File: config.mk
export PLATFORM = sky130hd
export DESIGN_NAME = scan_doubler_top
export DESIGN_NICKNAME = d
export VERILOG_FILES = /design/src/video_pkg.sv /design/src/video_timing.sv /design/src/line_render.sv /design/src/line_fetch.sv /design/src/line_buffer.sv /design/src/scan_out.sv /design/src/scan_doubler_top.sv
export SDC_FILE = /design/constraint.sdc
export NUM_CORES = 1
export LEC_CHECK = 0
export ABC_AREA = 1
export ABC_CLOCK_PERIOD_IN_PS = 4500
export BUFFER_PORTS_ARGS = -buffer_cell sky130_fd_sc_hd__buf_2
export CORE_ASPECT_RATIO = 0.5
export CORE_MARGIN = 1.5
export CORE_UTILIZATION = 55
export CTS_CLUSTER_SIZE = 14
export DETAILED_ROUTE_END_ITERATION = 7
export PLACE_DENSITY_LB_ADDON = 0.12
export SYNTH_ARGS = -nofsm -noshare
export SYNTH_HDL_FRONTEND = slang
export SYNTH_SLANG_ARGS = --single-unit
File: constraint.sdc
create_clock -name vga_clk -period 4.5 [get_ports vga_clk]
set_clock_uncertainty 0.15 [all_clocks]
set_input_delay 0.675 -clock vga_clk [delete_from_list [all_inputs] [get_ports vga_clk]]
set_output_delay 0.675 -clock vga_clk [all_outputs]
set_load 0.01 [all_outputs]
File: src/video_pkg.sv
`default_nettype none

package video_pkg;

   // Line and frame timing in vga_clk cycles
   localparam int H_TOTAL      = 40;
   localparam int H_ACTIVE     = 32;
   localparam int H_SYNC_START = 34;
   localparam int H_SYNC_END   = 38;
   localparam int V_TOTAL      = 24;
   localparam int V_SYNC_LINE  = 0;
   localparam int V_PF_START   = 5;
   localparam int V_PF_END     = 21;

   // Source playfield in external memory
   localparam int SRC_W     = 16;
   localparam int SRC_LINES = 16;

   // Vertical repeat of each source line
   localparam int LINE_REP_X2 = 2;
   localparam int LINE_REP_X4 = 4;

   typedef logic [5:0] h_count_t;
   typedef logic [4:0] v_count_t;
   typedef logic [7:0] pixel_t;
   typedef logic [$clog2(SRC_W)-1:0] src_x_t;
   typedef logic [$clog2(SRC_LINES)-1:0] src_line_t;
   typedef logic [$clog2(SRC_LINES*SRC_W)-1:0] src_addr_t;

   localparam pixel_t BLANK_PIX = 8'h00;

   typedef enum logic [1:0] {
      SCHED_HOLD,
      SCHED_IDLE,
      SCHED_RUN
   } sched_state_t;

   typedef enum logic [1:0] {
      FETCH_IDLE,
      FETCH_BUS,
      FETCH_DONE
   } fetch_state_t;

endpackage

`default_nettype wire

File: src/video_timing.sv
`default_nettype none

module video_timing (
   input  wire                  vga_clk,
   input  wire                  reset_n,
   output video_pkg::h_count_t  x_cnt,
   output video_pkg::v_count_t  y_cnt,
   output logic                 line_end,
   output logic                 active,
   output logic                 hsync,
   output logic                 vsync,
   output logic                 pf
);
   import video_pkg::*;

   always_ff @(posedge vga_clk) begin
      if (!reset_n) begin
         x_cnt <= '0;
         y_cnt <= '0;
      end else if (line_end) begin
         x_cnt <= '0;
         if (y_cnt == v_count_t'(V_TOTAL - 1)) begin
            y_cnt <= '0;
         end else begin
            y_cnt <= y_cnt + 1'b1;
         end
      end else begin
         x_cnt <= x_cnt + 1'b1;
      end
   end

   assign line_end = (x_cnt == h_count_t'(H_TOTAL - 1));

   // Visible part of every line, rows outside the playfield included
   assign active = (x_cnt < h_count_t'(H_ACTIVE));

   assign hsync = (x_cnt >= h_count_t'(H_SYNC_START)) && (x_cnt < h_count_t'(H_SYNC_END));
   assign vsync = (y_cnt == v_count_t'(V_SYNC_LINE));

   // Lines that show source pixels
   assign pf = (y_cnt >= v_count_t'(V_PF_START)) && (y_cnt < v_count_t'(V_PF_END));

endmodule

`default_nettype wire

File: src/line_render.sv
`default_nettype none

module line_render (
   input  wire                       vga_clk,
   input  wire                       reset_n,
   input  wire video_pkg::v_count_t  y_cnt,
   input  wire                       line_end,
   input  wire                       scale_x4,
   output logic                      render_start,
   output logic                      render_buffer,
   output video_pkg::src_line_t      render_line,
   output logic                      output_buffer
);
   import video_pkg::*;

   sched_state_t render_state;
   sched_state_t output_state;
   logic [1:0]   render_phase;
   logic [1:0]   output_phase;
   logic         scale_q;
   logic         mode_change;
   logic [1:0]   phase_last;
   v_count_t     render_arm_line;
   v_count_t     render_stop_line;
   logic         frame_end;

   assign mode_change = (scale_x4 != scale_q);
   assign frame_end   = (y_cnt == v_count_t'(V_TOTAL - 1));
   assign phase_last  = scale_x4 ? 2'(LINE_REP_X4 - 1) : 2'(LINE_REP_X2 - 1);

   // Line 0 is fetched R+1 lines ahead of the playfield
   assign render_arm_line  = scale_x4 ? v_count_t'(V_PF_START - LINE_REP_X4 - 1)
                                      : v_count_t'(V_PF_START - LINE_REP_X2 - 1);
   assign render_stop_line = scale_x4 ? v_count_t'(V_PF_END - LINE_REP_X4 - 1)
                                      : v_count_t'(V_PF_END - LINE_REP_X2 - 1);

   // Fill side: picks source line and bank, pulses the fetch
   always_ff @(posedge vga_clk) begin
      if (!reset_n) begin
         scale_q       <= scale_x4;
         render_state  <= SCHED_IDLE;
         render_phase  <= '0;
         render_start  <= 1'b0;
         render_buffer <= 1'b0;
         render_line   <= '0;
      end else begin
         scale_q      <= scale_x4;
         render_start <= 1'b0;
         if (mode_change) begin
            render_state <= SCHED_HOLD;
         end else if (line_end) begin
            case (render_state)
               SCHED_HOLD: begin
                  if (frame_end) begin
                     render_state <= SCHED_IDLE;
                  end
               end
               SCHED_IDLE: begin
                  if (y_cnt == render_arm_line) begin
                     render_state  <= SCHED_RUN;
                     render_phase  <= '0;
                     render_start  <= 1'b1;
                     render_buffer <= 1'b0;
                     render_line   <= '0;
                  end
               end
               SCHED_RUN: begin
                  if (y_cnt == render_stop_line) begin
                     render_state <= SCHED_IDLE;
                  end else if (render_phase == phase_last) begin
                     render_phase  <= '0;
                     render_start  <= 1'b1;
                     render_buffer <= ~render_buffer;
                     render_line   <= render_line + 1'b1;
                  end else begin
                     render_phase <= render_phase + 1'b1;
                  end
               end
               default: render_state <= SCHED_IDLE;
            endcase
         end
      end
   end

   // Display side: bank k is shown from line V_PF_START + k*R
   always_ff @(posedge vga_clk) begin
      if (!reset_n) begin
         output_state  <= SCHED_IDLE;
         output_phase  <= '0;
         output_buffer <= 1'b0;
      end else if (mode_change) begin
         output_state <= SCHED_HOLD;
      end else if (line_end) begin
         case (output_state)
            SCHED_HOLD: begin
               if (frame_end) begin
                  output_state <= SCHED_IDLE;
               end
            end
            SCHED_IDLE: begin
               if (y_cnt == v_count_t'(V_PF_START - 1)) begin
                  output_state  <= SCHED_RUN;
                  output_phase  <= '0;
                  output_buffer <= 1'b0;
               end
            end
            SCHED_RUN: begin
               if (y_cnt == v_count_t'(V_PF_END - 1)) begin
                  output_state <= SCHED_IDLE;
               end else if (output_phase == phase_last) begin
                  output_phase  <= '0;
                  output_buffer <= ~output_buffer;
               end else begin
                  output_phase <= output_phase + 1'b1;
               end
            end
            default: output_state <= SCHED_IDLE;
         endcase
      end
   end

endmodule

`default_nettype wire

File: src/line_fetch.sv
`default_nettype none

module line_fetch (
   input  wire                        vga_clk,
   input  wire                        reset_n,
   input  wire                        render_start,
   input  wire                        render_buffer,
   input  wire video_pkg::src_line_t  render_line,
   output logic                       wb_cyc,
   output logic                       wb_stb,
   output video_pkg::src_addr_t       wb_adr,
   input  wire video_pkg::pixel_t     wb_dat,
   input  wire                        wb_ack,
   output logic                       wr_en,
   output logic                       wr_bank,
   output video_pkg::src_x_t          wr_addr,
   output video_pkg::pixel_t          wr_data
);
   import video_pkg::*;

   fetch_state_t state;
   src_x_t       col;
   logic         last_col;

   // render_line holds steady for the whole fetch
   assign wb_adr   = src_addr_t'(render_line) * src_addr_t'(SRC_W) + src_addr_t'(col);
   assign last_col = (col == src_x_t'(SRC_W - 1));

   always_ff @(posedge vga_clk) begin
      if (!reset_n) begin
         state  <= FETCH_IDLE;
         col    <= '0;
         wb_cyc <= 1'b0;
         wb_stb <= 1'b0;
         wr_en  <= 1'b0;
      end else begin
         wr_en <= 1'b0;
         if (render_start) begin
            // A new request aborts any fetch still running
            state  <= FETCH_BUS;
            col    <= '0;
            wb_cyc <= 1'b1;
            wb_stb <= 1'b1;
         end else begin
            case (state)
               FETCH_BUS: begin
                  if (!wb_stb) begin
                     wb_cyc <= 1'b1;
                     wb_stb <= 1'b1;
                  end else if (wb_ack) begin
                     wb_cyc <= 1'b0;
                     wb_stb <= 1'b0;
                     wr_en  <= 1'b1;
                     if (last_col) begin
                        state <= FETCH_DONE;
                     end else begin
                        col <= col + 1'b1;
                     end
                  end
               end
               FETCH_DONE: begin
                  col   <= '0;
                  state <= FETCH_IDLE;
               end
               default: state <= FETCH_IDLE;
            endcase
         end
      end
   end

   // Write payload, qualified by wr_en
   always_ff @(posedge vga_clk) begin
      if (wb_stb && wb_ack) begin
         wr_data <= wb_dat;
         wr_addr <= col;
         wr_bank <= render_buffer;
      end
   end

endmodule

`default_nettype wire

File: src/line_buffer.sv
`default_nettype none

module line_buffer (
   input  wire                     vga_clk,
   input  wire                     wr_en,
   input  wire                     wr_bank,
   input  wire video_pkg::src_x_t  wr_addr,
   input  wire video_pkg::pixel_t  wr_data,
   input  wire                     rd_bank,
   input  wire video_pkg::src_x_t  rd_addr,
   output video_pkg::pixel_t       rd_data
);
   import video_pkg::*;

   // Bank select is the top address bit
   pixel_t mem [2*SRC_W];

   always_ff @(posedge vga_clk) begin
      if (wr_en) begin
         mem[{wr_bank, wr_addr}] <= wr_data;
      end
   end

   always_ff @(posedge vga_clk) begin
      rd_data <= mem[{rd_bank, rd_addr}];
   end

endmodule

`default_nettype wire

File: src/scan_out.sv
`default_nettype none

module scan_out (
   input  wire                      vga_clk,
   input  wire                      reset_n,
   input  wire video_pkg::h_count_t x_cnt,
   input  wire                      active,
   input  wire                      hsync_in,
   input  wire                      vsync_in,
   input  wire                      pf,
   input  wire                      output_buffer,
   output logic                     rd_bank,
   output video_pkg::src_x_t        rd_addr,
   input  wire video_pkg::pixel_t   rd_data,
   output video_pkg::pixel_t        rgb,
   output logic                     hsync,
   output logic                     vsync,
   output logic                     de
);
   import video_pkg::*;

   logic active_q;
   logic hsync_q;
   logic vsync_q;
   logic pf_q;

   assign rd_bank = output_buffer;

   // Each source pixel covers two output columns
   assign rd_addr = src_x_t'(x_cnt >> 1);

   // First stage lines up with the RAM read, second is the port register
   always_ff @(posedge vga_clk) begin
      if (!reset_n) begin
         active_q <= 1'b0;
         hsync_q  <= 1'b0;
         vsync_q  <= 1'b0;
         pf_q     <= 1'b0;
         de       <= 1'b0;
         hsync    <= 1'b0;
         vsync    <= 1'b0;
      end else begin
         active_q <= active;
         hsync_q  <= hsync_in;
         vsync_q  <= vsync_in;
         pf_q     <= pf;
         de       <= active_q;
         hsync    <= hsync_q;
         vsync    <= vsync_q;
      end
   end

   always_ff @(posedge vga_clk) begin
      if (active_q && pf_q) begin
         rgb <= rd_data;
      end else begin
         rgb <= BLANK_PIX;
      end
   end

endmodule

`default_nettype wire

File: src/scan_doubler_top.sv
`default_nettype none

module scan_doubler_top (
   input  wire                        vga_clk,
   input  wire                        reset_n,
   input  wire                        scale_x4,
   output wire                        wb_cyc,
   output wire                        wb_stb,
   output wire video_pkg::src_addr_t  wb_adr,
   input  wire video_pkg::pixel_t     wb_dat,
   input  wire                        wb_ack,
   output wire video_pkg::pixel_t     rgb,
   output wire                        hsync,
   output wire                        vsync,
   output wire                        de
);
   import video_pkg::*;

   wire h_count_t  x_cnt;
   wire v_count_t  y_cnt;
   wire            line_end;
   wire            active;
   wire            tim_hsync;
   wire            tim_vsync;
   wire            pf;
   wire            render_start;
   wire            render_buffer;
   wire src_line_t render_line;
   wire            output_buffer;
   wire            wr_en;
   wire            wr_bank;
   wire src_x_t    wr_addr;
   wire pixel_t    wr_data;
   wire            rd_bank;
   wire src_x_t    rd_addr;
   wire pixel_t    rd_data;

   video_timing u_timing (
      .vga_clk  (vga_clk),
      .reset_n  (reset_n),
      .x_cnt    (x_cnt),
      .y_cnt    (y_cnt),
      .line_end (line_end),
      .active   (active),
      .hsync    (tim_hsync),
      .vsync    (tim_vsync),
      .pf       (pf)
   );

   line_render u_render (
      .vga_clk       (vga_clk),
      .reset_n       (reset_n),
      .y_cnt         (y_cnt),
      .line_end      (line_end),
      .scale_x4      (scale_x4),
      .render_start  (render_start),
      .render_buffer (render_buffer),
      .render_line   (render_line),
      .output_buffer (output_buffer)
   );

   line_fetch u_fetch (
      .vga_clk       (vga_clk),
      .reset_n       (reset_n),
      .render_start  (render_start),
      .render_buffer (render_buffer),
      .render_line   (render_line),
      .wb_cyc        (wb_cyc),
      .wb_stb        (wb_stb),
      .wb_adr        (wb_adr),
      .wb_dat        (wb_dat),
      .wb_ack        (wb_ack),
      .wr_en         (wr_en),
      .wr_bank       (wr_bank),
      .wr_addr       (wr_addr),
      .wr_data       (wr_data)
   );

   line_buffer u_buffer (
      .vga_clk (vga_clk),
      .wr_en   (wr_en),
      .wr_bank (wr_bank),
      .wr_addr (wr_addr),
      .wr_data (wr_data),
      .rd_bank (rd_bank),
      .rd_addr (rd_addr),
      .rd_data (rd_data)
   );

   scan_out u_scan (
      .vga_clk       (vga_clk),
      .reset_n       (reset_n),
      .x_cnt         (x_cnt),
      .active        (active),
      .hsync_in      (tim_hsync),
      .vsync_in      (tim_vsync),
      .pf            (pf),
      .output_buffer (output_buffer),
      .rd_bank       (rd_bank),
      .rd_addr       (rd_addr),
      .rd_data       (rd_data),
      .rgb           (rgb),
      .hsync         (hsync),
      .vsync         (vsync),
      .de            (de)
   );

endmodule

`default_nettype wire

Yosys cells after proc, flatten, opt, wreduce, memory -nomap -nowiden. Memory sizes are Yosys's and may differ from the RTL's. A register that Yosys moved wholly into a read port is not among the register bits. Cells that the tools add are included.

Register bits after elaboration: 64. Memory bits (writable): 256. Input bits: 12. Output and inout bits: 21. Word-level logic and storage cells: 178. Memories: 1.

$add $sub $neg: 7. Order comparisons: 5. Equality and inequality tests: 39. Multiplexer cells: 59. Bitwise gates (word level): 7. Reduce and logical (&&, ||, !) cells: 30.

Memory list: u_buffer.mem (words 32, bits a word 8, read ports 1, clocked after Yosys merged registers in 1, wr ports 1, line line_buffer.sv:16) `pixel_t mem [2*SRC_W];`.

Operators by type and width (count): 2-to-1 mux 1 bit (29); 2-to-1 mux 2 bit (14); 2-to-1 mux 4 bit (6); AND reduction 4 bit (5); != test 2 x 1 -> 1 bit (second input constant) (9); != test 3 x 1 -> 1 bit (second input constant) (6); one-hot mux 4 bit (2 select lines) (2); less-than comparator 6 bit (second input constant) (2); one-hot mux 2 bit (3 select lines) (2); AND reduction 6 bit (2); equality test 5 bit (2); equality test 5 bit (second input constant) (2); AND reduction 5 bit (2); nonzero test 2 bit (5); adder 4 x 1 -> 4 bit (second input constant) (2); adder 8 x 4 -> 8 bit (1); != test 2 bit (second input constant) (4); one-hot mux 2 bit (2 select lines) (2); NOT 1 bit (7); adder 6 x 1 -> 6 bit (second input constant) (1); equality test 2 x 1 -> 1 bit (second input constant) (3); equality test 2 bit (second input constant) (3); equality test 6 bit (second input constant) (1); >= comparator 6 bit (second input constant) (1); other kinds (20) (34).

Longest topological paths before layout.
Word-level depth: 6. Depth in mapped cells: 12. Mapped depth without buffers: 10.

By module. A second synthesis with hierarchy kept.

Cells, all modules: 1306. Area total of the unflattened synthesis: 13778.2 um2.

By module, submodules not included: line_buffer (times used 1, cells each 922, area each 10786.6 um2, seq. area each 7847.5 um2); line_render (times used 1, cells each 159, area each 1022.2 um2, seq. area each 320.3 um2); line_fetch (times used 1, cells each 85, area each 893.4 um2, seq. area each 570.5 um2); video_timing (times used 1, cells each 89, area each 619.3 um2, seq. area each 220.2 um2); scan_out (times used 1, cells each 51, area each 456.7 um2, seq. area each 300.3 um2).

Worst setup path after synthesis. No wires, ideal clock.

Path type: in2reg. Start point: input port wb_ack. End point: register u_fetch.col[3]. Setup time: 114 ps. Arrival time: 1643 ps. Required time: 4236 ps. Path slack: 2593 ps. Stages on the path: 7. Path buffers: 0. Path through: nand2_1 inv_1 nand2_1 nor2_1 nand4_1 xor2_1 nor2_1.

Longest elaborated chain between the ends: 2.

RTL lines: start: declaration (line scan_doubler_top.sv:11) `input wire wb_ack,`; != test 2 bit (no source line); AND reduction 4 bit (no source line); end signal: assignment (line line_fetch.sv:57) `col <= col + 1'b1;`; end: declaration (line line_fetch.sv:22) `src_x_t col;`.

No other way between the ends. A chain may end at the register's enable or synchronous reset.

==> flow_metrics.tcl <==
set metrics [dict create \
    status "complete, no violations" \
    synthTopCellsByArea "edfxtp_1, dfxtp_1, nor2_1, o21ai_0, nand2_1" \
    clkSinkCount 328 \
    max_cap_viol_count 0 \
    busiest_layer "met2" \
    globalRoute.totalOverflow 0 \
    powerDensity_mw_per_mm2 409 \
    synth_nets 1213 \
    area_growth_pct 9.81 \
    globalRouteMet2Util 0.392 \
    ir_drop_uv 233 \
    yosysSeqAreaShare 0.702 \
    mostFrequentLayoutCell "nor2_1" \
    slew_violations 0 \
    clockBufferDepth 3 \
    final_nets 1238 \
    critPathCaptureType "flop" \
    vias 8807 \
    worstHoldPathType "input pin to flop" \
    viasPerCell 5.71 \
    drcViolationCount 0 \
    placed_area_mm2 0.0136 \
    h-tree-depth 1 \
    wl_per_cell_um 19.2 \
    period_needed_ps 2690 \
    ys_types 36 \
    drive_gt1_frac 0.0769 \
    slew_headroom 0.207 \
    critPathKind "flop to flop" \
    grt.met3_usage 0.0395 \
    ys_ff_latch 328 \
    num_antenna_cells 0 \
    cts_root_buf "clkbuf_16" \
    syn-instance-count 1189 \
    dieArea_mm2 0.0250 \
    core-area_mm2 0.0232 \
    grt_pass1_vias 8521 \
    ys_warn_count 0 \
    crit_path_max_fanout 35 \
    regToRegSetupSlack_ps 1810 \
    max_freq_mhz 372 \
    avgSynthCellArea_um2 11.1 \
    setup_viol 0 \
    hpwl_um 18300 \
    final_hold_viol_count 0 \
    syn_area_mm2 0.0132 \
    cts_resized 0 \
    row_count 39 \
    grt_use_met1 0.349 \
    final_cell_mix "nor2_1, edfxtp_1, o21ai_0" \
    first_iter_violations 902 \
    cp.arrival_ps 2980 \
    grt_usage 0.243 \
    yosysTopAreaCell "edfxtp_1" \
    whs_ps 141 \
    p_leak_nw 5.17 \
    clock_latency_ps 560 \
    wirelength_um 29700 \
    worstMarginPinSlew_ps 1190 \
    rsz0062_at_grt "false" \
    die_w_um 222 \
    ctsHoldBuffers 0 \
    start_util 0.569 \
    synth_top_area_share 0.613 \
    design_area_mm2 0.0145 \
    cts_tree "done" \
    critPathLaunchType "flop" \
    crit_required_ps 4790 \
    portBuffers 32 \
    grt_pass1_wl_um 46700 \
    routabilityCongestion 0.829 \
    drtPass1Iterations 7 \
    clkTransAtPathRegs_ps 70 \
    grt_antenna_before_repair 0 \
    cts_buffers 29 \
    die_y_um 112 \
    post-route-period-util 0.597 \
    ant_nets 0 \
    num_io_pins 33 \
    postCtsSetupBuffers 0 \
    tns_ps 0 \
    grt_max_degree 62 \
]
==> report_power, final <==
part	leakage, nW	internal, W	switching [W]	total [W]
logic	1.85	0.0000898	0.000196	0.000286
clock network	0.422	0.00129	0.00107	0.00236
registers	2.91	0.00325	0.0000267	0.00328
==> final cells by class <==
class	instances	area [um^2]
clock buffers	49	852
repair buffers	47	273
multi-input cells	727	3380
well taps	307	384
flip-flops and latches	328	9260
inverters	81	304
fillers	1813	8700
clock inverters	4	27.5
==> per-layer routing <==
layer	vias to the layer above	routed length, um
met5	-	0
met4	0	611
met3	53	1800
met2	265	13800
met1	4315	13400
li1	4174	-
==> per-stage QoR <==
stage	std cells	setup slack, ps	total power, W	util
finish	1543	1810	0.00592	0.625
global route	1543	1610	0.00610	0.625
CTS	1543	1810	0.00594	0.625
detailed placement	1490	1880	0.00363	0.587
global placement	1490	1950	0.00362	0.587
floorplan	1189	2590	0.00355	-
==> worst max-delay path: stages, from the launching register on <==
cell and delay, ps:
dfxtp_1 380, buf_4 230, inv_1 770, buf_4 330, nor2_1 80, o21ai_0 110
o21ai_0 170, nand2_1 110, nand3_1 80, nand3_1 90, nand2_1 60
==> synthesized netlist by cell type (all sizes together) <==
library cell  instances
nand2               125
o211ai                9
or2                   3
buf                  31
nor3b                 1
inv                  79
o21ai               153
nand3                70
nor4                  2
o2111ai               1
a21oi                27
xor2                  4
edfxtp              269
clkinv                2
dfxtp                59
xnor2                 1
and3                  1
nor2                273
nor3                  3
a21boi                1
o22ai                 8
o211a                 1
clkbuf               22
nand4                29
a211oi                3
ha                   12
==> cell families after synthesis <==
family / share of synthesized area
buf+inv: 0.0418
fa+ha+maj: 0.0114
simple gates: 0.160
compound gates: 0.0809
xor+xnor: 0.00332
flops: 0.702
==> sequential cells by signal, summed over array words and instances, names as in the netlist, 2 cells and up <==
signal and count:
u_scan.rgb 8, u_buffer.rd_data 8, u_fetch.wr_addr 4, u_timing.x_cnt 6
u_render.output_phase 2, u_fetch.col 4, u_fetch.wr_data 8, u_fetch.state 2
u_timing.y_cnt 5, u_buffer.mem 256, u_render.render_state 2, u_render.output_state 2
u_render.render_phase 2, u_render.render_line 4
==> final timing paths <==
| path | cells after the start | endpoint | startpoint |
|---|---|---|---|
| worst min register to register | 2 | u_scan.vsync | u_scan.vsync_q |
| worst min-delay path | 1 | u_fetch.wr_data[2] | wb_dat[2] |
| worst max register to register | 10 | u_buffer.rd_data[4] | u_timing.x_cnt[2] |
| worst max-delay path | 10 | u_buffer.rd_data[4] | u_timing.x_cnt[2] |
Power figures use the tool's default switching activity.
